`src/pixelPkg.sv`:
```
/*
 * Shared definitions for the pixel pipeline
 * Channel, position, depth and texture address widths
 * Stage latencies and fog table geometry
 * Config word field positions and tex-env mode codes
 * Sideband record carried alongside the colour
 */
package pixelPkg;

    //////////////////////////////
    // Widths
    //////////////////////////////
    localparam int subPixelWidth  = 8;
    // R, G, B, A from the top
    localparam int pixelWidth     = 4 * subPixelWidth;
    localparam int indexWidth     = 14;
    localparam int screenPosWidth = 11;
    // Q16.16
    localparam int depthWidth     = 32;
    // S16.15
    localparam int texCoordWidth  = 32;
    localparam int texAddrWidth   = 17;

    //////////////////////////////
    // Latencies
    //////////////////////////////
    localparam int texLatency  = 3;
    localparam int fogLatency  = 2;
    localparam int pipeLatency = texLatency + fogLatency;

    // Fog table
    localparam int fogLutDepth     = 64;
    localparam int fogLutAddrWidth = 6;

    //////////////////////////////
    // Config fields and modes
    //////////////////////////////
    localparam int featureEnableTexPos = 0;
    localparam int featureEnableFogPos = 1;
    localparam int texWidthLog2Pos     = 0;
    localparam int texHeightLog2Pos    = 4;
    localparam int texEnvFuncPos       = 0;

    localparam logic [1:0] texEnvReplace  = 2'd0;
    localparam logic [1:0] texEnvModulate = 2'd1;
    localparam logic [1:0] texEnvAdd      = 2'd2;

    // Sideband fields that ride along with the colour
    typedef struct packed {
        logic                      valid;
        logic                      last;
        logic                      keep;
        logic [indexWidth-1:0]     index;
        logic [screenPosWidth-1:0] screenX;
        logic [screenPosWidth-1:0] screenY;
        logic [depthWidth-1:0]     depth;
    } fragSideband_t;

endpackage

```
`src/valueDelay.sv`:
```
/*
 * Clock-enabled delay line
 * Payload type and number of stages are parameters
 */
module valueDelay #(
    parameter type T     = logic,
    parameter int  depth = 1
)
(
    input  logic aclk,
    input  logic rstN,
    input  logic ce,
    input  T     in,
    output T     out
);

    T stages [depth];

    // Whole chain shifts by one on each enabled edge
    always_ff @(posedge aclk or negedge rstN)
    begin
        if (!rstN)
        begin
            for (int i = 0; i < depth; i++)
            begin
                stages[i] <= '0;
            end
        end
        else if (ce)
        begin
            stages[0] <= in;
            for (int i = 1; i < depth; i++)
            begin
                stages[i] <= stages[i - 1];
            end
        end
    end

    assign out = stages[depth - 1];

endmodule

```
`src/textureStage.sv`:
```
/*
 * Single texture mapping unit
 * Nearest texel address with repeat wrap
 * Texture environment: replace, modulate, saturating add
 */
module textureStage
(
    input  logic                               aclk,
    input  logic                               rstN,
    input  logic                               ce,

    input  logic                               confEnable,
    input  logic [31:0]                        confTextureConfig,
    input  logic [31:0]                        confTexEnvConfig,

    input  logic [pixelPkg::pixelWidth-1:0]    primaryColor,
    input  logic [pixelPkg::texCoordWidth-1:0] textureS,
    input  logic [pixelPkg::texCoordWidth-1:0] textureT,

    output logic [pixelPkg::texAddrWidth-1:0]  texelAddr,
    input  logic [pixelPkg::pixelWidth-1:0]    texelInput,

    output logic [pixelPkg::pixelWidth-1:0]    fragmentColor
);

    //////////////////////////////
    // Stage 1: texel address
    //////////////////////////////
    logic [3:0]  widthLog2;
    logic [3:0]  heightLog2;
    logic [14:0] sColumn;
    logic [14:0] tRow;
    logic [pixelPkg::texAddrWidth-1:0] rowOffset;
    logic [pixelPkg::pixelWidth-1:0]   primaryColorS1;

    assign widthLog2  = confTextureConfig[pixelPkg::texWidthLog2Pos +: 4];
    assign heightLog2 = confTextureConfig[pixelPkg::texHeightLog2Pos +: 4];

    // Top bits of the 15 fraction bits; the integer part wraps away
    assign sColumn = textureS[14:0] >> (4'd15 - widthLog2);
    assign tRow    = textureT[14:0] >> (4'd15 - heightLog2);

    assign rowOffset = {{(pixelPkg::texAddrWidth - 15){1'b0}}, tRow} << widthLog2;

    always_ff @(posedge aclk or negedge rstN)
    begin
        if (!rstN)
        begin
            texelAddr <= '0;
        end
        else if (ce)
        begin
            texelAddr <= rowOffset | {{(pixelPkg::texAddrWidth - 15){1'b0}}, sColumn};
        end
    end

    //////////////////////////////
    // Stage 2: texel capture
    //////////////////////////////
    logic [pixelPkg::pixelWidth-1:0] texelS2;
    logic [pixelPkg::pixelWidth-1:0] primaryColorS2;

    // Memory answers within the same cycle as the address
    always_ff @(posedge aclk)
    begin
        if (ce)
        begin
            primaryColorS1 <= primaryColor;
            primaryColorS2 <= primaryColorS1;
            texelS2        <= texelInput;
        end
    end

    //////////////////////////////
    // Stage 3: tex-env combine
    //////////////////////////////
    function automatic logic [pixelPkg::pixelWidth-1:0] texEnv(
        input logic [1:0]                      func,
        input logic [pixelPkg::pixelWidth-1:0] texel,
        input logic [pixelPkg::pixelWidth-1:0] primary
    );
        logic [pixelPkg::subPixelWidth-1:0]   t;
        logic [pixelPkg::subPixelWidth-1:0]   p;
        logic [2*pixelPkg::subPixelWidth-1:0] product;
        logic [pixelPkg::subPixelWidth:0]     sum;
        logic [pixelPkg::pixelWidth-1:0]      result;
        result = texel;
        for (int ch = 0; ch < 4; ch++)
        begin
            t       = texel[ch*pixelPkg::subPixelWidth +: pixelPkg::subPixelWidth];
            p       = primary[ch*pixelPkg::subPixelWidth +: pixelPkg::subPixelWidth];
            product = {{pixelPkg::subPixelWidth{1'b0}}, t} * {{pixelPkg::subPixelWidth{1'b0}}, p};
            sum     = {1'b0, t} + {1'b0, p};
            case (func)
                pixelPkg::texEnvModulate:
                    result[ch*pixelPkg::subPixelWidth +: pixelPkg::subPixelWidth] =
                        product[2*pixelPkg::subPixelWidth-1 -: pixelPkg::subPixelWidth];
                pixelPkg::texEnvAdd:
                    // Clip at full scale
                    result[ch*pixelPkg::subPixelWidth +: pixelPkg::subPixelWidth] =
                        sum[pixelPkg::subPixelWidth] ? '1 : sum[pixelPkg::subPixelWidth-1:0];
                default:
                    result[ch*pixelPkg::subPixelWidth +: pixelPkg::subPixelWidth] = t;
            endcase
        end
        return result;
    endfunction

    always_ff @(posedge aclk)
    begin
        if (ce)
        begin
            if (confEnable)
            begin
                fragmentColor <= texEnv(confTexEnvConfig[pixelPkg::texEnvFuncPos +: 2],
                                        texelS2, primaryColorS2);
            end
            else
            begin
                fragmentColor <= primaryColorS2;
            end
        end
    end

endmodule

```
`src/fogLut.sv`:
```
/*
 * Fog factor table
 * Loaded four factors per 32-bit stream word
 * Registered read on the clock enable
 */
module fogLut
(
    input  logic                                 aclk,
    input  logic                                 rstN,

    input  logic                                 lutValid,
    input  logic                                 lutLast,
    input  logic [31:0]                          lutData,

    input  logic                                 ce,
    input  logic [pixelPkg::fogLutAddrWidth-1:0] readAddr,
    output logic [7:0]                           factor
);

    logic [7:0] factorTable [pixelPkg::fogLutDepth];
    logic [pixelPkg::fogLutAddrWidth-1:0] writePtr;

    // Write pointer returns to zero after the last word
    always_ff @(posedge aclk or negedge rstN)
    begin
        if (!rstN)
        begin
            writePtr <= '0;
        end
        else if (lutValid)
        begin
            writePtr <= lutLast ? '0 : writePtr + pixelPkg::fogLutAddrWidth'(4);
        end
    end

    // Lowest byte lands at the pointer
    always_ff @(posedge aclk)
    begin
        if (lutValid)
        begin
            for (int i = 0; i < 4; i++)
            begin
                factorTable[writePtr + pixelPkg::fogLutAddrWidth'(i)] <= lutData[i*8 +: 8];
            end
        end
    end

    always_ff @(posedge aclk)
    begin
        if (ce)
        begin
            factor <= factorTable[readAddr];
        end
    end

endmodule

```
`src/fogStage.sv`:
```
/*
 * Fog stage
 * Table lookup on integer depth, then blend toward the fog colour
 */
module fogStage
(
    input  logic                            aclk,
    input  logic                            rstN,
    input  logic                            ce,

    input  logic                            confEnable,
    input  logic [pixelPkg::pixelWidth-1:0] confFogColor,

    input  logic                            lutValid,
    input  logic                            lutLast,
    input  logic [31:0]                     lutData,

    input  logic [pixelPkg::depthWidth-1:0] depth,
    input  logic [pixelPkg::pixelWidth-1:0] color,

    output logic [pixelPkg::pixelWidth-1:0] fogColor
);

    logic [7:0]                      factor;
    logic [pixelPkg::pixelWidth-1:0] colorS1;

    // Cycle 1: low six integer bits of Q16.16 depth index the table
    fogLut lut (
        .aclk(aclk),
        .rstN(rstN),
        .lutValid(lutValid),
        .lutLast(lutLast),
        .lutData(lutData),
        .ce(ce),
        .readAddr(depth[16 +: pixelPkg::fogLutAddrWidth]),
        .factor(factor)
    );

    always_ff @(posedge aclk)
    begin
        if (ce)
        begin
            colorS1 <= color;
        end
    end

    // f * c + (255 - f) * fog, never above 255 * 255
    function automatic logic [pixelPkg::pixelWidth-1:0] blend(
        input logic [7:0]                      f,
        input logic [pixelPkg::pixelWidth-1:0] c,
        input logic [pixelPkg::pixelWidth-1:0] fog
    );
        logic [7:0]                      inverse;
        logic [15:0]                     sum;
        logic [pixelPkg::pixelWidth-1:0] result;
        inverse = 8'd255 - f;
        for (int ch = 0; ch < 4; ch++)
        begin
            sum = {8'd0, f} * {8'd0, c[ch*8 +: 8]} + {8'd0, inverse} * {8'd0, fog[ch*8 +: 8]};
            result[ch*8 +: 8] = sum[15:8];
        end
        return result;
    endfunction

    // Cycle 2
    always_ff @(posedge aclk)
    begin
        if (ce)
        begin
            fogColor <= confEnable ? blend(factor, colorS1, confFogColor) : colorS1;
        end
    end

endmodule

```
`src/pixelPipeline.sv`:
```
/*
 * Pixel pipeline top level
 * Texturing, then fog, with sideband and fog depth delay lines
 * Whole pipe advances while the output is ready
 */
module pixelPipeline
(
    input  logic                                aclk,
    input  logic                                rstN,

    // Fog table stream
    input  logic                                s_fog_lut_axis_tvalid,
    input  logic                                s_fog_lut_axis_tlast,
    input  logic [31:0]                         s_fog_lut_axis_tdata,

    // Configuration
    input  logic [31:0]                         confFeatureEnable,
    input  logic [31:0]                         confTextureConfig,
    input  logic [31:0]                         confTexEnvConfig,
    input  logic [pixelPkg::pixelWidth-1:0]     confFogColor,

    // Fragment input
    output logic                                s_attrb_tready,
    input  logic                                s_attrb_tvalid,
    input  logic                                s_attrb_tlast,
    input  logic                                s_attrb_tkeep,
    input  logic [pixelPkg::screenPosWidth-1:0] s_attrb_tspx,
    input  logic [pixelPkg::screenPosWidth-1:0] s_attrb_tspy,
    input  logic [pixelPkg::indexWidth-1:0]     s_attrb_tindex,
    input  logic [pixelPkg::depthWidth-1:0]     s_attrb_tdepth_z,
    input  logic [pixelPkg::texCoordWidth-1:0]  s_attrb_ttexture_s,
    input  logic [pixelPkg::texCoordWidth-1:0]  s_attrb_ttexture_t,
    input  logic [pixelPkg::subPixelWidth-1:0]  s_attrb_tcolor_r,
    input  logic [pixelPkg::subPixelWidth-1:0]  s_attrb_tcolor_g,
    input  logic [pixelPkg::subPixelWidth-1:0]  s_attrb_tcolor_b,
    input  logic [pixelPkg::subPixelWidth-1:0]  s_attrb_tcolor_a,

    // Texture memory
    output logic [pixelPkg::texAddrWidth-1:0]   texelAddr,
    input  logic [pixelPkg::pixelWidth-1:0]     texelInput,

    // Fragment output
    input  logic                                m_frag_tready,
    output logic [pixelPkg::pixelWidth-1:0]     m_frag_tfragmentColor,
    output logic [pixelPkg::indexWidth-1:0]     m_frag_tindex,
    output logic [pixelPkg::screenPosWidth-1:0] m_frag_tscreenPosX,
    output logic [pixelPkg::screenPosWidth-1:0] m_frag_tscreenPosY,
    output logic [pixelPkg::depthWidth-1:0]     m_frag_tdepth,
    output logic                                m_frag_tvalid,
    output logic                                m_frag_tlast,
    output logic                                m_frag_tkeep
);

    logic ce;
    assign ce             = m_frag_tready;
    assign s_attrb_tready = m_frag_tready;

    //////////////////////////////
    // Sideband
    //////////////////////////////
    pixelPkg::fragSideband_t sidebandIn;
    pixelPkg::fragSideband_t sidebandOut;

    assign sidebandIn = '{
        valid:   s_attrb_tvalid,
        last:    s_attrb_tlast,
        keep:    s_attrb_tkeep,
        index:   s_attrb_tindex,
        screenX: s_attrb_tspx,
        screenY: s_attrb_tspy,
        depth:   s_attrb_tdepth_z
    };

    valueDelay #(.T(pixelPkg::fragSideband_t), .depth(pixelPkg::pipeLatency)) sidebandDelay (
        .aclk(aclk), .rstN(rstN), .ce(ce), .in(sidebandIn), .out(sidebandOut)
    );

    //////////////////////////////
    // Texturing
    //////////////////////////////
    logic [pixelPkg::pixelWidth-1:0] texColor;
    logic [pixelPkg::depthWidth-1:0] fogDepth;

    textureStage tmu (
        .aclk(aclk),
        .rstN(rstN),
        .ce(ce),
        .confEnable(confFeatureEnable[pixelPkg::featureEnableTexPos]),
        .confTextureConfig(confTextureConfig),
        .confTexEnvConfig(confTexEnvConfig),
        .primaryColor({s_attrb_tcolor_r, s_attrb_tcolor_g, s_attrb_tcolor_b, s_attrb_tcolor_a}),
        .textureS(s_attrb_ttexture_s),
        .textureT(s_attrb_ttexture_t),
        .texelAddr(texelAddr),
        .texelInput(texelInput),
        .fragmentColor(texColor)
    );

    // Depth meets the textured colour at the fog input
    valueDelay #(.T(logic [pixelPkg::depthWidth-1:0]), .depth(pixelPkg::texLatency)) depthDelay (
        .aclk(aclk), .rstN(rstN), .ce(ce), .in(s_attrb_tdepth_z), .out(fogDepth)
    );

    //////////////////////////////
    // Fog
    //////////////////////////////
    fogStage fog (
        .aclk(aclk),
        .rstN(rstN),
        .ce(ce),
        .confEnable(confFeatureEnable[pixelPkg::featureEnableFogPos]),
        .confFogColor(confFogColor),
        .lutValid(s_fog_lut_axis_tvalid),
        .lutLast(s_fog_lut_axis_tlast),
        .lutData(s_fog_lut_axis_tdata),
        .depth(fogDepth),
        .color(texColor),
        .fogColor(m_frag_tfragmentColor)
    );

    assign m_frag_tindex      = sidebandOut.index;
    assign m_frag_tscreenPosX = sidebandOut.screenX;
    assign m_frag_tscreenPosY = sidebandOut.screenY;
    assign m_frag_tdepth      = sidebandOut.depth;
    assign m_frag_tvalid      = sidebandOut.valid;
    assign m_frag_tlast       = sidebandOut.last;
    assign m_frag_tkeep       = sidebandOut.keep;

endmodule

```
`config.mk`:
```
export PLATFORM = sky130hd
export DESIGN_NAME = pixelPipeline
export DESIGN_NICKNAME = d
export VERILOG_FILES = /design/src/pixelPkg.sv /design/src/valueDelay.sv /design/src/textureStage.sv /design/src/fogLut.sv /design/src/fogStage.sv /design/src/pixelPipeline.sv
export SDC_FILE = /design/constraint.sdc
export NUM_CORES = 2
export LEC_CHECK = 0
export BUFFER_PORTS_ARGS = -buffer_cell sky130_fd_sc_hd__buf_2
export CAP_MARGIN = 20
export CORE_UTILIZATION = 56
export CTS_CLUSTER_SIZE = 14
export DETAILED_ROUTE_END_ITERATION = 12
export PLACE_DENSITY = 0.78
export REMOVE_ABC_BUFFERS = 1
export SETUP_SLACK_MARGIN = 0.15
export SKIP_CTS_REPAIR_TIMING = 1
export SLEW_MARGIN = 5
export SYNTH_ARGS = -nofsm -noshare
export SYNTH_HDL_FRONTEND = slang
export SYNTH_SLANG_ARGS = --single-unit
```
`constraint.sdc`:
```
create_clock -name aclk -period 6.29 [get_ports aclk]
set_clock_uncertainty 0.2 [all_clocks]
set_input_delay 1.5725 -clock aclk [delete_from_list [all_inputs] [get_ports aclk]]
set_output_delay 1.5725 -clock aclk [all_outputs]
set_load 0.005 [all_outputs]
```
After elaboration in Yosys (flattened, before gate mapping)
Memories as Yosys holds them, arrays and structs flattened. A register that Yosys moved wholly into a read port is not among the register bits.
Cells that the tools add are included.
- register bits after elaboration: 570
- bits in writable memories: 512
- memories kept: 1
- add/subtract/negate cells: 15
- multipliers: 12
- eq/ne operators: 2
- shifts and indexed selects: 3
- muxes and demuxes: 13
- bitwise logic cells: 1
- memories (memory ; words ; bits a word ; rd ports ; clocked after memory_dff ; wr ports ; RTL line ; text):
    fog.lut.factorTable ; 64 ; 8 ; 1 ; 1 ; 4 ; fogLut.sv:20 ; logic [7:0] factorTable [pixelPkg::fogLutDepth];
- operators with widths (cell ; number):
    multiplier 8 x 8 -> 16 bit ; 12
    adder 16 bit ; 4
    2-to-1 mux 32 bit ; 2
    one-hot mux 8 bit (2 select lines) ; 4
    adder 8 x 8 -> 9 bit ; 4
    2-to-1 mux 8 bit ; 4
    >> shifter 15 x 4 -> 15 bit ; 2
    bitwise OR 17 x 15 -> 17 bit ; 1
    left shift 15 x 4 -> 17 bit ; 1
    adder 6 x 2 -> 6 bit (second input constant) ; 2
    subtractor 4 bit (first input constant) ; 2
    subtractor 8 bit (first input constant) ; 1
    adder 6 x 1 -> 6 bit (second input constant) ; 1
    adder 6 x 3 -> 6 bit (second input constant) ; 1
    2-to-1 mux 6 bit ; 1
    == test 2 x 1 -> 1 bit (second input constant) ; 1
    == test 2 bit (second input constant) ; 1
    2-to-1 mux 1 bit ; 2

Logic depth before layout (Yosys ltp)
- depth after elaboration: 4
- mapped depth: 22
- gate-level depth less buffers: 20

Hierarchy
Synthesis repeated with hierarchy kept, for this count alone.
- cells, all modules: 6761
- area total of the unflattened synthesis: 79386.1 um^2
- modules (own cells, without submodules) (module ; times used ; cells an instance ; area an instance (um^2) ; sequential area each (um^2)):
    fogLut ; 1 ; 2081 ; 24513.5 ; 15715.1
    fogStage ; 1 ; 2057 ; 19429.9 ; 1921.8
    textureStage ; 1 ; 1566 ; 15962.8 ; 4269.1
    valueDelay (sidebandDelay) ; 1 ; 821 ; 15467.3 ; 8883.5
    valueDelay (depthDelay) ; 1 ; 235 ; 4005.1 ; 2402.3
    pixelPipeline ; 1 ; 1 ; 7.5 ; 0.0

Least setup slack after synthesis
Ideal clock, no wire load.
- path type: input to register
- start point: in confFogColor[26] in the netlist's numbering
- end point: reg fog.fogColor[28] in the netlist's numbering, data pin
- setup time: 256 ps
- arrival: 6312 ps
- slack: -478 ps
- stages on the path: 17
- buffers on the path: 0
- path through: nor2b_1 fa_1 inv_1 fa_1 inv_1 fa_1 fa_1 fa_1 inv_1 fa_1 inv_1 ha_1 or2_2 a21oi_1 nor3b_1 or4_1 a31o_2
- word-level cells in the longest chain between the ends: 3
- ends and longest elaborated chain (item ; RTL line ; text):
    start: declaration ; pixelPipeline.sv:20 ; input logic [pixelPkg::pixelWidth-1:0] confFogColor,
    multiplier 8 x 8 -> 16 bit ; fogStage.sv:59 ; sum = {8'd0, f} * {8'd0, c[ch*8 +: 8]} + {8'd0, inverse} * {8'd0, fog[ch*8 +: 8]};
    adder 16 bit ; fogStage.sv:59 ;
    2-to-1 mux 32 bit ; fogStage.sv:70 ; fogColor <= confEnable ? blend(factor, colorS1, confFogColor) : colorS1;
    end signal: assignment ; fogStage.sv:70 ;
    end: declaration ; fogStage.sv:21 ; output logic [pixelPkg::pixelWidth-1:0] fogColor
Every way passes these cells.
A chain may end at the register's enable or synchronous reset.

Worst setup path after layout
- start point: in confFogColor[27] in the netlist's numbering
- end point: reg fog.fogColor[28] in the netlist's numbering, data pin
Same word-level chain as after synthesis.

==> flow_metrics.py <==
metrics = {
    "floorplanning": {
        "coreArea_um2": 129000,
        "die-width_um": 363,
        "start_util_pct": 56.4,
        "die-area_um2": 132000,
        "die_h_um": 363,
        "io-pin-count": 485,
        "rows": 132,
    },
    "timing": {
        "setup_viol": 1,
        "hold_viol_final": 0,
        "slew_violations": 0,
        "fin_crit_sh_pct": 100,
        "max_clock_freq_mhz": 158,
        "tns_ns": -0.0206,
        "finalCriticalPeriod_ns": 6.31,
        "rsz0062_at_grt": "true",
        "slew_headroom_pct": 25.4,
        "worst_slew_pin_slew_ns": 1.12,
        "layout_setup_ws_ns": -0.0206,
    },
    "critical_path": {
        "crit_family": "adder cells",
        "arrival_ns": 6.57,
        "critPathKind": "in -> reg",
        "crit_chain": "buf_6, nor2b_4, fa_1, inv_2, fa_1, inv_2, fa_1, fa_1, fa_1, inv_2, fa_1, inv_2, ha_4, or2_4, a21oi_4, nor3b_4, or4_1, a31o_2",
        "cpPeakStageDelay_ns": 0.56,
        "cp-end-kind": "flip-flop",
        "start_kind": "primary input",
        "crit_required_ns": 6.55,
        "critPathBufInv": 5,
        "slowest_stage": "fa_1",
        "cpMostUsedCell": "fa_1",
        "crit_fanout": 4,
    },
    "drt": {
        "drc": 0,
        "via_per_inst": 5.71,
        "routedWlPerCell_um": 21.2,
        "drt_iter0_markers": 4837,
        "vias": 48179,
        "drt_wl_total_um": 179000,
        "firstDrtPassIters": 9,
        "drtAntennaViolNets": 0,
    },
    "place": {
        "portBuffers": 366,
        "gp_congestion": 0.906,
        "dp_cells": 8175,
        "dpl.hpwl_um": 120000,
    },
    "layout": {
        "drive_gt1_share_pct": 21.8,
        "nFillCells": 9750,
        "area_growth_pct": 11.3,
        "stdcell_count": 8441,
        "nets": 7882,
        "mostFrequentLayoutCells": "nand2_1 (1217), inv_1 (824), edfxtp_1 (712)",
        "final_common_cell": "nand2_1",
    },
    "clocking": {
        "cts_tree": "done",
        "root_buffer": "clkbuf_16",
        "clock_path_buffers": 3,
        "cts_inserted_buffers": 113,
        "htree_levels": 3,
        "insertion_delay_ns": 0.77,
        "cts.sinks": 1088,
        "clkTransAtPathRegs_ns": 0.07,
    },
    "synth": {
        "yosys.area.top_type": "edfxtp_1",
        "synth-main-ff-cell": "edfxtp_1",
        "yosysWarnings": 0,
        "synth_area_leaders": "edfxtp_1 (29%), fa_1 (14%), dfrtp_1 (13%)",
        "syn_inst": 6447,
        "async_reset_ff_share_pct": 34.6,
        "synth.ff_latch_count": 1088,
        "avgSynthCellArea_um2": 11.3,
        "ys_seq_area_share_pct": 42.2,
        "ys_types": 81,
        "synth.top_cell.area_share_pct": 29.3,
        "synth_edf_count": 712,
        "netlist_area_um2": 73000,
    },
    "status": {
        "violations": "setup timing",
        "status": "finished, violations left",
    },
    "global_route": {
        "grt_start_max_net_pins": 177,
        "gr-total-overflow": 0,
        "antenna_found_initial": 42,
        "grt_pass1_wl_um": 273000,
        "track_usage_pct": 26.8,
        "grt_pass1_vias": 49039,
    },
    "min_path": {
        "hold_path_class": "reg -> reg",
    },
    "job": {
        "max-cap-violations": 0,
    },
}
-- worst register-to-register path, stage by stage, from the launching register on --
cell and delay [ns]:
edfxtp_1 0.44, buf_12 0.17, buf_12 0.15, and2_1 0.19
fa_1 0.50, inv_1 0.05, fa_1 0.47, inv_1 0.07
fa_1 0.48, fa_1 0.53, fa_1 0.55, inv_2 0.05
fa_1 0.54, inv_2 0.06, ha_4 0.21, or2_4 0.23
a21oi_4 0.16, nor3b_4 0.08, or4_1 0.49, a31o_2 0.24
-- synth_stat cells (11+ instances only) --
cell type	count
nor2_1	91
o22ai_1	16
a31oi_1	20
mux2i_1	27
nand2b_1	80
a21o_1	26
clkbuf_1	400
inv_2	16
fa_1	524
buf_1	40
a21oi_1	64
inv_1	850
or3_1	14
mux2_2	383
xor2_1	16
a211oi_1	23
buf_4	69
o31ai_1	12
nand3_1	47
and3_1	18
and2_1	248
xnor2_1	51
mux4_2	183
nor2b_1	207
o211ai_1	12
o21a_1	11
dfrtp_1	376
nor3_1	40
o21ai_0	81
edfxtp_1	712
nand2_1	1218
ha_1	407
-- routing by layer --
| layer | share of wire (%) | GRT usage [%] | wire (um) |
|---|---|---|---|
| met5 | 0.16 | 0.182 | 292 |
| met4 | 4.2 | 11.2 | 7450 |
| met3 | 10 | 6.32 | 18100 |
| met2 | 48 | 43.2 | 85200 |
| met1 | 38 | 34.8 | 67700 |
-- worst paths after layout --
path / startpoint / endpoint / slack, ns / cells after the start
max: confFogColor[27] / fog.fogColor[28] / -0.02 / 18
min: tmu.fragmentColor[10] / fog.colorS1[10] / 0.14 / 0
max reg2reg: fog.lut.factor[2] / fog.fogColor[28] / 0.12 / 19
min reg2reg: tmu.fragmentColor[10] / fog.colorS1[10] / 0.14 / 0
max in group asynchronous: rstN / sidebandDelay.out[0] / 4.04 / 2
min in group asynchronous: rstN / sidebandDelay.stages[260] / 0.66 / 1
-- area by class of cell --
type	instances	area [um2]	area share (%)
Antenna cell	14	35.0	0.0431
Timing Repair Buffer	545	3720	4.58
Sequential cell	1088	30800	37.9
Tap cell	1742	2180	2.68
Clock inverter	66	724	0.891
Clock buffer	147	3150	3.87
Multi-Input combinational cell	3969	37400	46.0
Inverter	870	3270	4.02
-- flip-flops by register name (all words and copies together), names as in the netlist --
signal	count
fog.lut.writePtr	4
tmu.fragmentColor	32
tmu.texelS2	32
tmu.texelAddr	17
sidebandDelay.out	71
fog.colorS1	32
fog.lut.factor	8
fog.lut.factorTable	512
tmu.primaryColorS2	32
tmu.primaryColorS1	32
sidebandDelay.stages	220
depthDelay.stages	64
fog.fogColor	32
-- cells by family (layout without fill, tap and decap cells) --
group	after synthesis	count (layout)	synth area share (%)
compound gates	372	372	3.45
xor+xnor	67	67	0.803
fa+ha+maj	931	931	21.3
buf+inv	1390	1628	7.60
flops	1088	1088	42.2
mux	604	604	12.2
other cells	0	14	0
simple gates	1995	1995	12.5
-- metrics by stage --
stage,hold slack (ns),utilization [%],worst slack [ns],cell area [um2]
final,0.136,62.8,-0.0206,81300
after global placement,0.202,58.8,-0.927,76100
after global routing,0.139,62.8,-0.149,81300
after floorplan,0.200,-,-0.701,70800
after detailed placement,0.205,58.8,-0.988,76100
after CTS,0.145,61.8,-0.261,80000
Power is left out: the tool's default activity adds up to more than one toggle a clock period on the data nets, which glitch-free logic cannot reach.
